<file path="config.mk">
export PLATFORM = sky130hd
export DESIGN_NAME = yval_filter
export DESIGN_NICKNAME = d
export VERILOG_FILES = /design/src/yval_filter_pkg.sv /design/src/row_entry_match.sv /design/src/ymem_fetch.sv /design/src/change_sequencer.sv /design/src/yval_filter.sv
export SDC_FILE = /design/constraint.sdc
export NUM_CORES = 1
export LEC_CHECK = 0
export BUFFER_PORTS_ARGS = -buffer_cell sky130_fd_sc_hd__buf_2
export CORE_MARGIN = 2
export CORE_UTILIZATION = 45
export DETAILED_ROUTE_END_ITERATION = 10
export GPL_TIMING_DRIVEN = 0
export PLACE_DENSITY = 0.7
export SLEW_MARGIN = 20
export SYNTH_ARGS = -nofsm -noshare
export SYNTH_HDL_FRONTEND = slang
export SYNTH_HIERARCHICAL = 1
export SYNTH_SLANG_ARGS = --single-unit
</file>
<file path="constraint.sdc">
create_clock -name clock -period 29.6 [get_ports clock]
set_input_delay 5.92 -clock clock [delete_from_list [all_inputs] [get_ports clock]]
set_output_delay 5.92 -clock clock [all_outputs]
set_load 0.02 [all_outputs]
</file>
<file path="src/yval_filter_pkg.sv">
// ==========================================================
// Y matrix value filter: shared widths and record types
// ==========================================================
`default_nettype none

package yval_filter_pkg;

   localparam int IDX_W            = 16;  // row or column index
   localparam int VAL_W            = 48;  // complex value, two halves
   localparam int ENTRIES_PER_WORD = 4;
   localparam int ADDR_W           = 20;  // row store word address
   localparam int DIAG_ROW_W       = 9;   // row number held in a diag tag

   localparam logic [2:0] DIAG_MARK = 3'b111;

   typedef struct packed
   {
      logic [VAL_W/2-1:0] re;
      logic [VAL_W/2-1:0] im;
   } cplx_t;

   // one tag word, decoded either as a diagonal marker or as a column
   typedef union packed
   {
      struct packed
      {
         logic [2:0]            mark;
         logic [3:0]            rsvd;
         logic [DIAG_ROW_W-1:0] row;
      } diag;
      logic [IDX_W-1:0] col;
   } ytag_u;

   typedef struct packed
   {
      ytag_u tag;
      cplx_t val;
   } yentry_t;

   // slot 0 sits in the top bits of the word
   typedef yentry_t [0:ENTRIES_PER_WORD-1] yword_t;

   typedef struct packed
   {
      logic [IDX_W-1:0] row;
      logic [IDX_W-1:0] col;
      cplx_t            delta;
   } change_t;

   typedef struct packed
   {
      logic [IDX_W-1:0] row;   // pass row
      cplx_t            diag;
      cplx_t            offd;
      cplx_t            delta;
      logic             diag_found;
      logic             offd_found;
   } pass_rec_t;

   typedef struct packed
   {
      cplx_t diag;
      cplx_t offd;
      logic  diag_found;
      logic  offd_found;
   } match_t;

endpackage

`default_nettype wire

</file>
<file path="src/row_entry_match.sv">
// ==========================================================
// row entry match: priority search of a buffered row for
// the diagonal entry and the requested off-diagonal column
// ==========================================================
`timescale 1ns/10ps
`default_nettype none

module row_entry_match
   import yval_filter_pkg::*;
#(
   parameter int ROW_WORDS = 2
)
(
   input  yword_t [ROW_WORDS-1:0] row_buf,
   input  logic   [IDX_W-1:0]     pass_row,
   input  logic   [IDX_W-1:0]     pass_col,
   output match_t                 found
);

   // lowest slot wins, so later hits are ignored once a flag is set
   always_comb
   begin
      yentry_t ent;
      logic    is_diag;

      found = '0;
      for (int w = 0; w < ROW_WORDS; w++)
      begin
         for (int e = 0; e < ENTRIES_PER_WORD; e++)
         begin
            ent     = row_buf[w][e];
            is_diag = (ent.tag.diag.mark == DIAG_MARK);

            // diag view: marker plus the low bits of the row
            if (is_diag && !found.diag_found &&
                ent.tag.diag.row == pass_row[DIAG_ROW_W-1:0])
            begin
               found.diag       = ent.val;
               found.diag_found = 1'b1;
            end

            // col view, only for tags outside the marker range
            if (!is_diag && !found.offd_found && ent.tag.col == pass_col)
            begin
               found.offd       = ent.val;
               found.offd_found = 1'b1;
            end
         end
      end
   end

endmodule

`default_nettype wire

</file>
<file path="src/ymem_fetch.sv">
// ==========================================================
// row fetch: reads the words of one row from the row store
// over four-phase req/ack into a row buffer
// ==========================================================
`timescale 1ns/10ps
`default_nettype none

module ymem_fetch
   import yval_filter_pkg::*;
#(
   parameter int ROW_WORDS = 2
)
(
   input  logic                   clock,
   input  logic                   reset,
   input  logic                   start,
   input  logic   [IDX_W-1:0]     fetch_row,
   input  logic                   mem_ack,
   input  yword_t                 mem_data,
   output logic                   mem_req,
   output logic   [ADDR_W-1:0]    mem_addr,
   output logic                   fetch_done,
   output yword_t [ROW_WORDS-1:0] row_buf
);

   localparam int CNT_W = (ROW_WORDS > 1) ? $clog2(ROW_WORDS) : 1;

   typedef enum logic [1:0]
   {
      F_IDLE,
      F_REQ,   // req high, waiting for ack
      F_REL    // req low, waiting for ack to drop
   } fetch_state_t;

   fetch_state_t     state;
   logic [CNT_W-1:0] word_cnt;
   logic [IDX_W-1:0] row_q;

   // word k of row x sits at x * ROW_WORDS + k
   assign mem_addr = ADDR_W'(row_q) * ADDR_W'(ROW_WORDS) + ADDR_W'(word_cnt);

   always_ff @(posedge clock)
   begin
      if (!reset)
      begin
         state      <= F_IDLE;
         word_cnt   <= '0;
         mem_req    <= 1'b0;
         fetch_done <= 1'b0;
      end
      else
      begin
         fetch_done <= 1'b0;
         case (state)
            F_IDLE:
            begin
               if (start)
               begin
                  word_cnt <= '0;
                  mem_req  <= 1'b1;
                  state    <= F_REQ;
               end
            end
            F_REQ:
            begin
               if (mem_ack)
               begin
                  mem_req <= 1'b0;
                  state   <= F_REL;
               end
            end
            F_REL:
            begin
               if (!mem_ack)
               begin
                  if (word_cnt == CNT_W'(ROW_WORDS - 1))
                  begin
                     fetch_done <= 1'b1;   // last word in
                     state      <= F_IDLE;
                  end
                  else
                  begin
                     word_cnt <= word_cnt + 1'b1;
                     mem_req  <= 1'b1;
                     state    <= F_REQ;
                  end
               end
            end
            default: state <= F_IDLE;
         endcase
      end
   end

   // row number and captured words
   always_ff @(posedge clock)
   begin
      if (state == F_IDLE && start)
         row_q <= fetch_row;
      if (state == F_REQ && mem_ack)
         row_buf[word_cnt] <= mem_data;   // data valid while ack high
   end

endmodule

`default_nettype wire

</file>
<file path="src/change_sequencer.sv">
// ==========================================================
// change sequencer: two fetch/match passes per change and
// the change and output req/ack handshakes
// ==========================================================
`timescale 1ns/10ps
`default_nettype none

module change_sequencer
   import yval_filter_pkg::*;
(
   input  logic             clock,
   input  logic             reset,
   input  logic             chg_req,
   input  change_t          chg,
   input  logic             fetch_done,
   input  match_t           found,
   input  logic             out_ack,
   output logic             chg_ack,
   output logic             start,
   output logic [IDX_W-1:0] fetch_row,
   output logic [IDX_W-1:0] pass_col,
   output logic             out_req,
   output pass_rec_t        rec
);

   typedef enum logic [2:0]
   {
      S_IDLE,
      S_FETCH,     // waiting for the row to be read
      S_OUT_REQ,   // out_req high until out_ack
      S_OUT_REL,   // out_req low until out_ack drops
      S_CHG_ACK    // chg_ack high until chg_req drops
   } seq_state_t;

   seq_state_t state;
   change_t    chg_q;
   logic       pass;   // 0: row r col c, 1: row c col r

   // pass 1 swaps row and column
   assign fetch_row = pass ? chg_q.col : chg_q.row;
   assign pass_col  = pass ? chg_q.row : chg_q.col;

   always_ff @(posedge clock)
   begin
      if (!reset)
      begin
         state   <= S_IDLE;
         pass    <= 1'b0;
         start   <= 1'b0;
         out_req <= 1'b0;
         chg_ack <= 1'b0;
      end
      else
      begin
         start <= 1'b0;
         case (state)
            S_IDLE:
            begin
               if (chg_req)
               begin
                  pass  <= 1'b0;
                  start <= 1'b1;
                  state <= S_FETCH;
               end
            end
            S_FETCH:
            begin
               if (fetch_done)
               begin
                  out_req <= 1'b1;
                  state   <= S_OUT_REQ;
               end
            end
            S_OUT_REQ:
            begin
               if (out_ack)
               begin
                  out_req <= 1'b0;
                  state   <= S_OUT_REL;
               end
            end
            S_OUT_REL:
            begin
               if (!out_ack)
               begin
                  if (!pass)
                  begin
                     pass  <= 1'b1;   // second pass, swapped indices
                     start <= 1'b1;
                     state <= S_FETCH;
                  end
                  else
                  begin
                     chg_ack <= 1'b1;
                     state   <= S_CHG_ACK;
                  end
               end
            end
            S_CHG_ACK:
            begin
               if (!chg_req)
               begin
                  chg_ack <= 1'b0;
                  state   <= S_IDLE;
               end
            end
            default: state <= S_IDLE;
         endcase
      end
   end

   // change latch and output record
   always_ff @(posedge clock)
   begin
      if (state == S_IDLE && chg_req)
         chg_q <= chg;
      if (state == S_FETCH && fetch_done)
      begin
         rec.row        <= fetch_row;
         rec.diag       <= found.diag;
         rec.offd       <= found.offd;
         rec.delta      <= chg_q.delta;
         rec.diag_found <= found.diag_found;
         rec.offd_found <= found.offd_found;
      end
   end

endmodule

`default_nettype wire

</file>
<file path="src/yval_filter.sv">
// ==========================================================
// Y value filter top: fetches the rows touched by a change
// and emits one record per pass
// ==========================================================
`timescale 1ns/10ps
`default_nettype none

module yval_filter
   import yval_filter_pkg::*;
#(
   parameter int ROW_WORDS = 2   // words per matrix row, 1 to 8
)
(
   input  logic              clock,
   input  logic              reset,
   input  logic              chg_req,
   input  change_t           chg,
   output logic              chg_ack,
   output logic              mem_req,
   output logic [ADDR_W-1:0] mem_addr,
   input  logic              mem_ack,
   input  yword_t            mem_data,
   output logic              out_req,
   output pass_rec_t         rec,
   input  logic              out_ack
);

   logic                   start;
   logic                   fetch_done;
   logic [IDX_W-1:0]       fetch_row;
   logic [IDX_W-1:0]       pass_col;
   match_t                 found;
   yword_t [ROW_WORDS-1:0] row_buf;

   change_sequencer u_seq
   (
      .clock      (clock),
      .reset      (reset),
      .chg_req    (chg_req),
      .chg        (chg),
      .fetch_done (fetch_done),
      .found      (found),
      .out_ack    (out_ack),
      .chg_ack    (chg_ack),
      .start      (start),
      .fetch_row  (fetch_row),
      .pass_col   (pass_col),
      .out_req    (out_req),
      .rec        (rec)
   );

   ymem_fetch #(.ROW_WORDS(ROW_WORDS)) u_fetch
   (
      .clock      (clock),
      .reset      (reset),
      .start      (start),
      .fetch_row  (fetch_row),
      .mem_ack    (mem_ack),
      .mem_data   (mem_data),
      .mem_req    (mem_req),
      .mem_addr   (mem_addr),
      .fetch_done (fetch_done),
      .row_buf    (row_buf)
   );

   row_entry_match #(.ROW_WORDS(ROW_WORDS)) u_match
   (
      .row_buf  (row_buf),
      .pass_row (fetch_row),
      .pass_col (pass_col),
      .found    (found)
   );

endmodule

`default_nettype wire

</file>
* Word-level counts from Yosys, hierarchy flattened
Index checks and enable logic that the tools add are counted.
** Word-level totals
- Bits in registers :: 782
- Input port bits :: 341
** Cells by class
- Add/subtract/negate cells :: 2
- Order comparisons :: 2
- Equal/unequal tests :: 40
- Muxes and demuxes :: 71
- Bitwise logic cells :: 2
- Reduce and logical (&&, ||, !) cells :: 72
** Operator list (number)
- $mux W48 :: 16
- $bwmux W512 :: 1
- $demux W256 S1 :: 1
- $mux W256 :: 1
- $eq A16 B16 Y1 :: 8
- $eq A9 B9 Y1 :: 8
- $logic_and A1 B1 Y1 :: 35
- $mux W1 :: 33
- $mux W16 :: 2
- $eq A3 B3 Y1 const B :: 9
- $logic_not A1 Y1 :: 22
- $add A17 B1 Y18 :: 1
- $mux W3 :: 6
- $ne A2 B2 Y1 const B :: 8
- $pmux W3 S5 :: 1
- $reduce_and A3 Y1 :: 4
- $pmux W1 S2 :: 5
- $reduce_and A5 Y1 :: 2
- $reduce_bool A2 Y1 :: 4
- $eq A3 B2 Y1 const B :: 2
- $mux W2 :: 3
- $pmux W2 S3 :: 1
- $ne A2 B1 Y1 const B :: 2
- $reduce_and A4 Y1 :: 1
- other kinds (12) :: 13

* Depth between registers and ports, before layout
- Depth in word-level cells :: 32
- Depth in mapped cells :: 16
- Mapped depth without buffers :: 9

* By module
Netlist, hierarchy kept.
** By module, submodules not included
- ymem_fetch :: instances 1, cells each 557, area each 16116.7 µm²
- row_entry_match :: instances 1, cells each 1345, area each 8833.5 µm²
- change_sequencer :: instances 1, cells each 320, area each 8007.7 µm²

* Worst setup path after synthesis
No wires, ideal clock.
- Path type :: input to register
- Start point :: input mem_ack
- End point :: register, netlist name u_fetch/row_buf[256]
- Setup time :: 1.239 ns
- Arrival :: 24.454 ns
- Data required time :: 28.361 ns
- Slack :: 3.907 ns
- Stages on the path :: 2
- Path buffers :: 0
- Path through :: nand2_1 > nor3b_1
** Between the ends
- Longest elaborated chain between the ends :: 1
** RTL lines
- start: declaration :: RTL line yval_filter.sv:21 : input logic mem_ack,
- $logic_and A1 B1 Y1 :: RTL line ymem_fetch.sv:99 : if (state == F_REQ && mem_ack)
No other way between the ends.
A chain may end at the register's enable or synchronous reset.

* Final worst setup path
- Start point :: input mem_ack
- End point :: register, netlist name u_fetch/row_buf[139]
** Between the ends
- Longest elaborated chain between the ends :: 1
** RTL lines (RTL line)
- $logic_and A1 B1 Y1 :: ymem_fetch.sv:99
No other way between the ends.

==> results.py <==
metrics = {
    "outcome": {
        "outcome": "finished clean",
    },
    "power_and_ir_drop": {
        "switching_power_mw": 0.5002,
        "ir_drop_mv": 0.03761,
        "power.share.switching_pct": 21.54,
        "design_power_total_mw": 2.322,
        "pwr_density_cell_nw_per_um2": 57.69,
        "leakage_nw": 15.22,
        "comb_power_share_pct": 4.0,
        "internal-power_mw": 1.822,
        "p_clk_share_pct": 42.4,
        "sequential_power_share_pct": 53.6,
    },
    "cts": {
        "root_buffer": "sky130_fd_sc_hd__clkbuf_16",
        "holdBufCountCts": 0,
        "worst_setup_hold_path_clk_slew_ns": 0.06,
        "clock_latency_of_the_later_clocked_register_in_the_worst_skew_pair_ns": 0.64,
        "tritoncts_clock_tree": "yes",
        "post_cts_resized": 0,
        "clock_sink_count": 782,
        "buffer_levels_on_the_longest_clock_path": 3,
        "cts-htree-levels": 3,
        "cts_buffers": 82,
        "post_cts_buffers": 0,
    },
    "detailed_routing": {
        "drt-total-wl_um": 118900,
        "drt-initial-drc-count": 3525,
        "routed_via_density": 6.173,
        "drt_pass1_iterations": 9,
        "antenna_violating_nets_post_route": 0,
        "detail_route.drc_violations": 0,
        "route.detailed.wl_per_inst_um": 30.12,
        "vias": 24360,
    },
    "worst_setup_path": {
        "cp_common_cell": "sky130_fd_sc_hd__buf_4",
        "crit_path_end_kind": "flip-flop",
        "cp_slowest_cell": "sky130_fd_sc_hd__nor3_2",
        "cp_cell_sequence": "buf_2 > nand2_1 > nor3_2 > buf_4 > buf_4 > buf_4 > buf_6 > buf_6 > buf_4 > buf_4",
        "required_ns": 29.94,
        "startpoint_class_of_the_critical_path": "primary input",
        "cp_top_family": "buffers and inverters",
        "worstPathArrival_ns": 8.28,
        "timing.rr.end": "u_seq/rec[115]$_DFFE_PP_",
        "r2r.worst_path.cells": 12,
        "crit_path_max_incr_delay_ns": 0.56,
        "worstPathMaxFanout": 10,
        "crit_buf_inv": 8,
        "r2r-start": "u_seq/pass$_SDFFE_PN0P_",
        "worst-setup-path-type": "in -> reg",
        "r2r_setup_slack_ns": 24.25,
    },
    "min_path": {
        "hold-path-endpoint": "u_seq/rec[40]$_DFFE_PP_",
        "worst_hold_startpoint": "u_seq/chg_q[38]$_DFFE_PP_",
        "worst_hold_path.num_cells": 0,
        "hold_path.class": "reg -> reg",
    },
    "floorplanning": {
        "start_util_pct": 45.33,
        "core_area_sq_um": 72710,
        "fp.dieW_um": 274.6,
        "standard_cell_row_count": 99,
        "ios": 526,
        "die-height_um": 274.6,
        "die-area_sq_um": 75420,
    },
    "yosys": {
        "post_synth_instance_area_sq_um": 32960,
        "async_flop_share_pct": 0,
        "syn-instance-count": 2222,
        "synth.avg_cell_area_sq_um": 14.83,
        "netlist.area_leader.share_pct": 70.16,
        "synth.largest_area_cell": "sky130_fd_sc_hd__edfxtp_1",
        "yosysWarningCount": 6,
        "ys.flop_type": "sky130_fd_sc_hd__edfxtp_1",
        "synth_seq_cells": 782,
        "ys_types": 82,
        "yosys-top-cells-area": "sky130_fd_sc_hd__edfxtp_1 (70%), sky130_fd_sc_hd__xor2_1 (2.6%), sky130_fd_sc_hd__xnor2_1 (2.5%)",
        "synth-edff-count": 770,
        "synth.yosys.seq_area_share_pct": 70.89,
    },
    "finish": {
        "layout.area.seq_sq_um": 23360,
        "layout.cells.most_common": "sky130_fd_sc_hd__edfxtp_1",
        "final_cell_mix": "sky130_fd_sc_hd__edfxtp_1 (770), sky130_fd_sc_hd__buf_2 (573), sky130_fd_sc_hd__a21oi_1 (111)",
        "fraction_of_final_layout_cells_with_drive_strength_greater_than_1_pct": 29.85,
        "finalNetCount": 3247,
        "final-instance-count-excl-fill": 3947,
        "syn2layout_area_growth_pct": 22.11,
        "multiInputGateArea_sq_um": 8668,
        "layout.filler_cells": 5767,
        "finish.utilization_pct": 55.35,
        "final_area_sq_um": 40240,
    },
    "timing": {
        "totalNegativeSetupSlack_ns": 0,
        "finalSetupViolations": 0,
        "layout_min_cycle_time_ns": 7.935,
        "final.period_utilization_pct": 26.81,
        "slew_violations": 0,
        "hold_viol_final": 0,
        "maxClockFrequency_ghz": 0.1260,
        "worst_pin_slew_ns": 1.353,
        "worst_slew_margin_rel_pct": 9.794,
        "fin_skew_ns": 0.02688,
        "rsz0062_at_grt": "no",
    },
    "global_route": {
        "grt_pass1_wl_um": 164800,
        "number_of_global_route_vias_before_repair": 24180,
        "globalRouteTotalUtil_pct": 30.63,
        "grt_antenna_before_repair": 37,
        "globalRouteOverflowTotal": 0,
        "grt_max_degree": 30,
    },
    "placement": {
        "post_dp_cell_area_sq_um": 37630,
        "placed_cells": 3781,
        "place_congestion": 0.9322,
        "number_of_buffers_added_on_ports": 522,
        "dp_hpwl_um": 84980,
    },
    "flow_run": {
        "maxCapViolCount": 0,
    },
}
## power groups by stage
stage | sequential [mW] | clock (mW) | combinational [mW]
2_1_floorplan | 1.27 | 0 | 0.0365
3_3_place_gp | 1.28 | 0 | 0.0841
3_5_place_dp | 1.27 | 0 | 0.0915
4_1_cts | 1.24 | 0.998 | 0.0922
5_1_grt | 1.25 | 1.04 | 0.0983
6_report | 1.24 | 0.985 | 0.0931
## state kept, by name, indices dropped and copies added, names as in the netlist
signal / cells
u_seq/rec: 162
u_seq/chg_ack: 1
u_fetch/fetch_done: 1
u_fetch/row_q: 16
u_fetch/state: 2
u_seq/out_req: 1
u_fetch/row_buf: 512
u_fetch/word_cnt: 1
u_seq/chg_q: 80
u_seq/pass: 1
u_fetch/mem_req: 1
u_seq/start: 1
u_seq/state: 3
## layer usage
layer | vias to the layer above | track usage, % | share of wire [%]
met4 | 30 | 16.42 | 5.8
met2 | 1981 | 47.06 | 45
met1 | 11760 | 38.26 | 35
met5 | - | 0 | 0.17
met3 | 515 | 10.57 | 14
li1 | 10080 | - | -
## metrics by stage
stage	hold WS (ns)	setup slack, ns
floorplan	0.4003	3.907
global placement	0.4005	-6.551
detailed placement	0.4045	21.05
CTS	0.4173	21.69
global route	0.4213	21.53
finish	0.4086	21.66
## logic make-up (layout without fill, tap and decap cells)
kind of cell,after synthesis,after routing,share of synthesized area [%]
AOI/OAI and AO/OA,561,561,11.99
DFF,782,782,70.89
other,1,26,0.01138
and+or+nand+nor,414,414,6.621
muxes,73,73,2.350
xor gates and xnor gates,193,193,5.129
buffers and inverters,198,939,3.014
## how the worst max path moves through the flow
| stage | from | end | slack (ns) | depth (start not counted) |
|---|---|---|---|---|
| after floorplan | mem_ack | u_fetch/row_buf[256]$_DFFE_PP_ | 3.91 | 2 |
| after CTS | mem_ack | u_fetch/row_buf[139]$_DFFE_PP_ | 21.69 | 10 |
| after detailed placement | mem_ack | u_fetch/row_buf[73]$_DFFE_PP_ | 21.05 | 10 |
| after global placement | mem_ack | u_fetch/row_buf[329]$_DFFE_PP_ | -6.55 | 3 |
| after global routing | mem_ack | u_fetch/row_buf[9]$_DFFE_PP_ | 21.53 | 10 |
| final | mem_ack | u_fetch/row_buf[139]$_DFFE_PP_ | 21.66 | 10 |
## Yosys cell counts, drive strengths merged, types with 41 or more instances
cell    count
clkbuf     64
nor3       82
xor2       98
a22o       44
nand2      74
o21ai      99
nor2       97
a21oi     111
xnor2      95
edfxtp    770
a211oi     44
inv        41
buf        93
## final cells by class
type	count	share of cell area [%]
clock buffer	93	5.201
buffer	157	2.092
timing repair buffer	598	8.456
sequential	782	58.05
clock inverter	50	1.153
inverter	41	0.3824
antenna	23	0.1430
tap	959	2.982
multi-input combinational	1244	21.54
(Power assumes the default switching activity.)
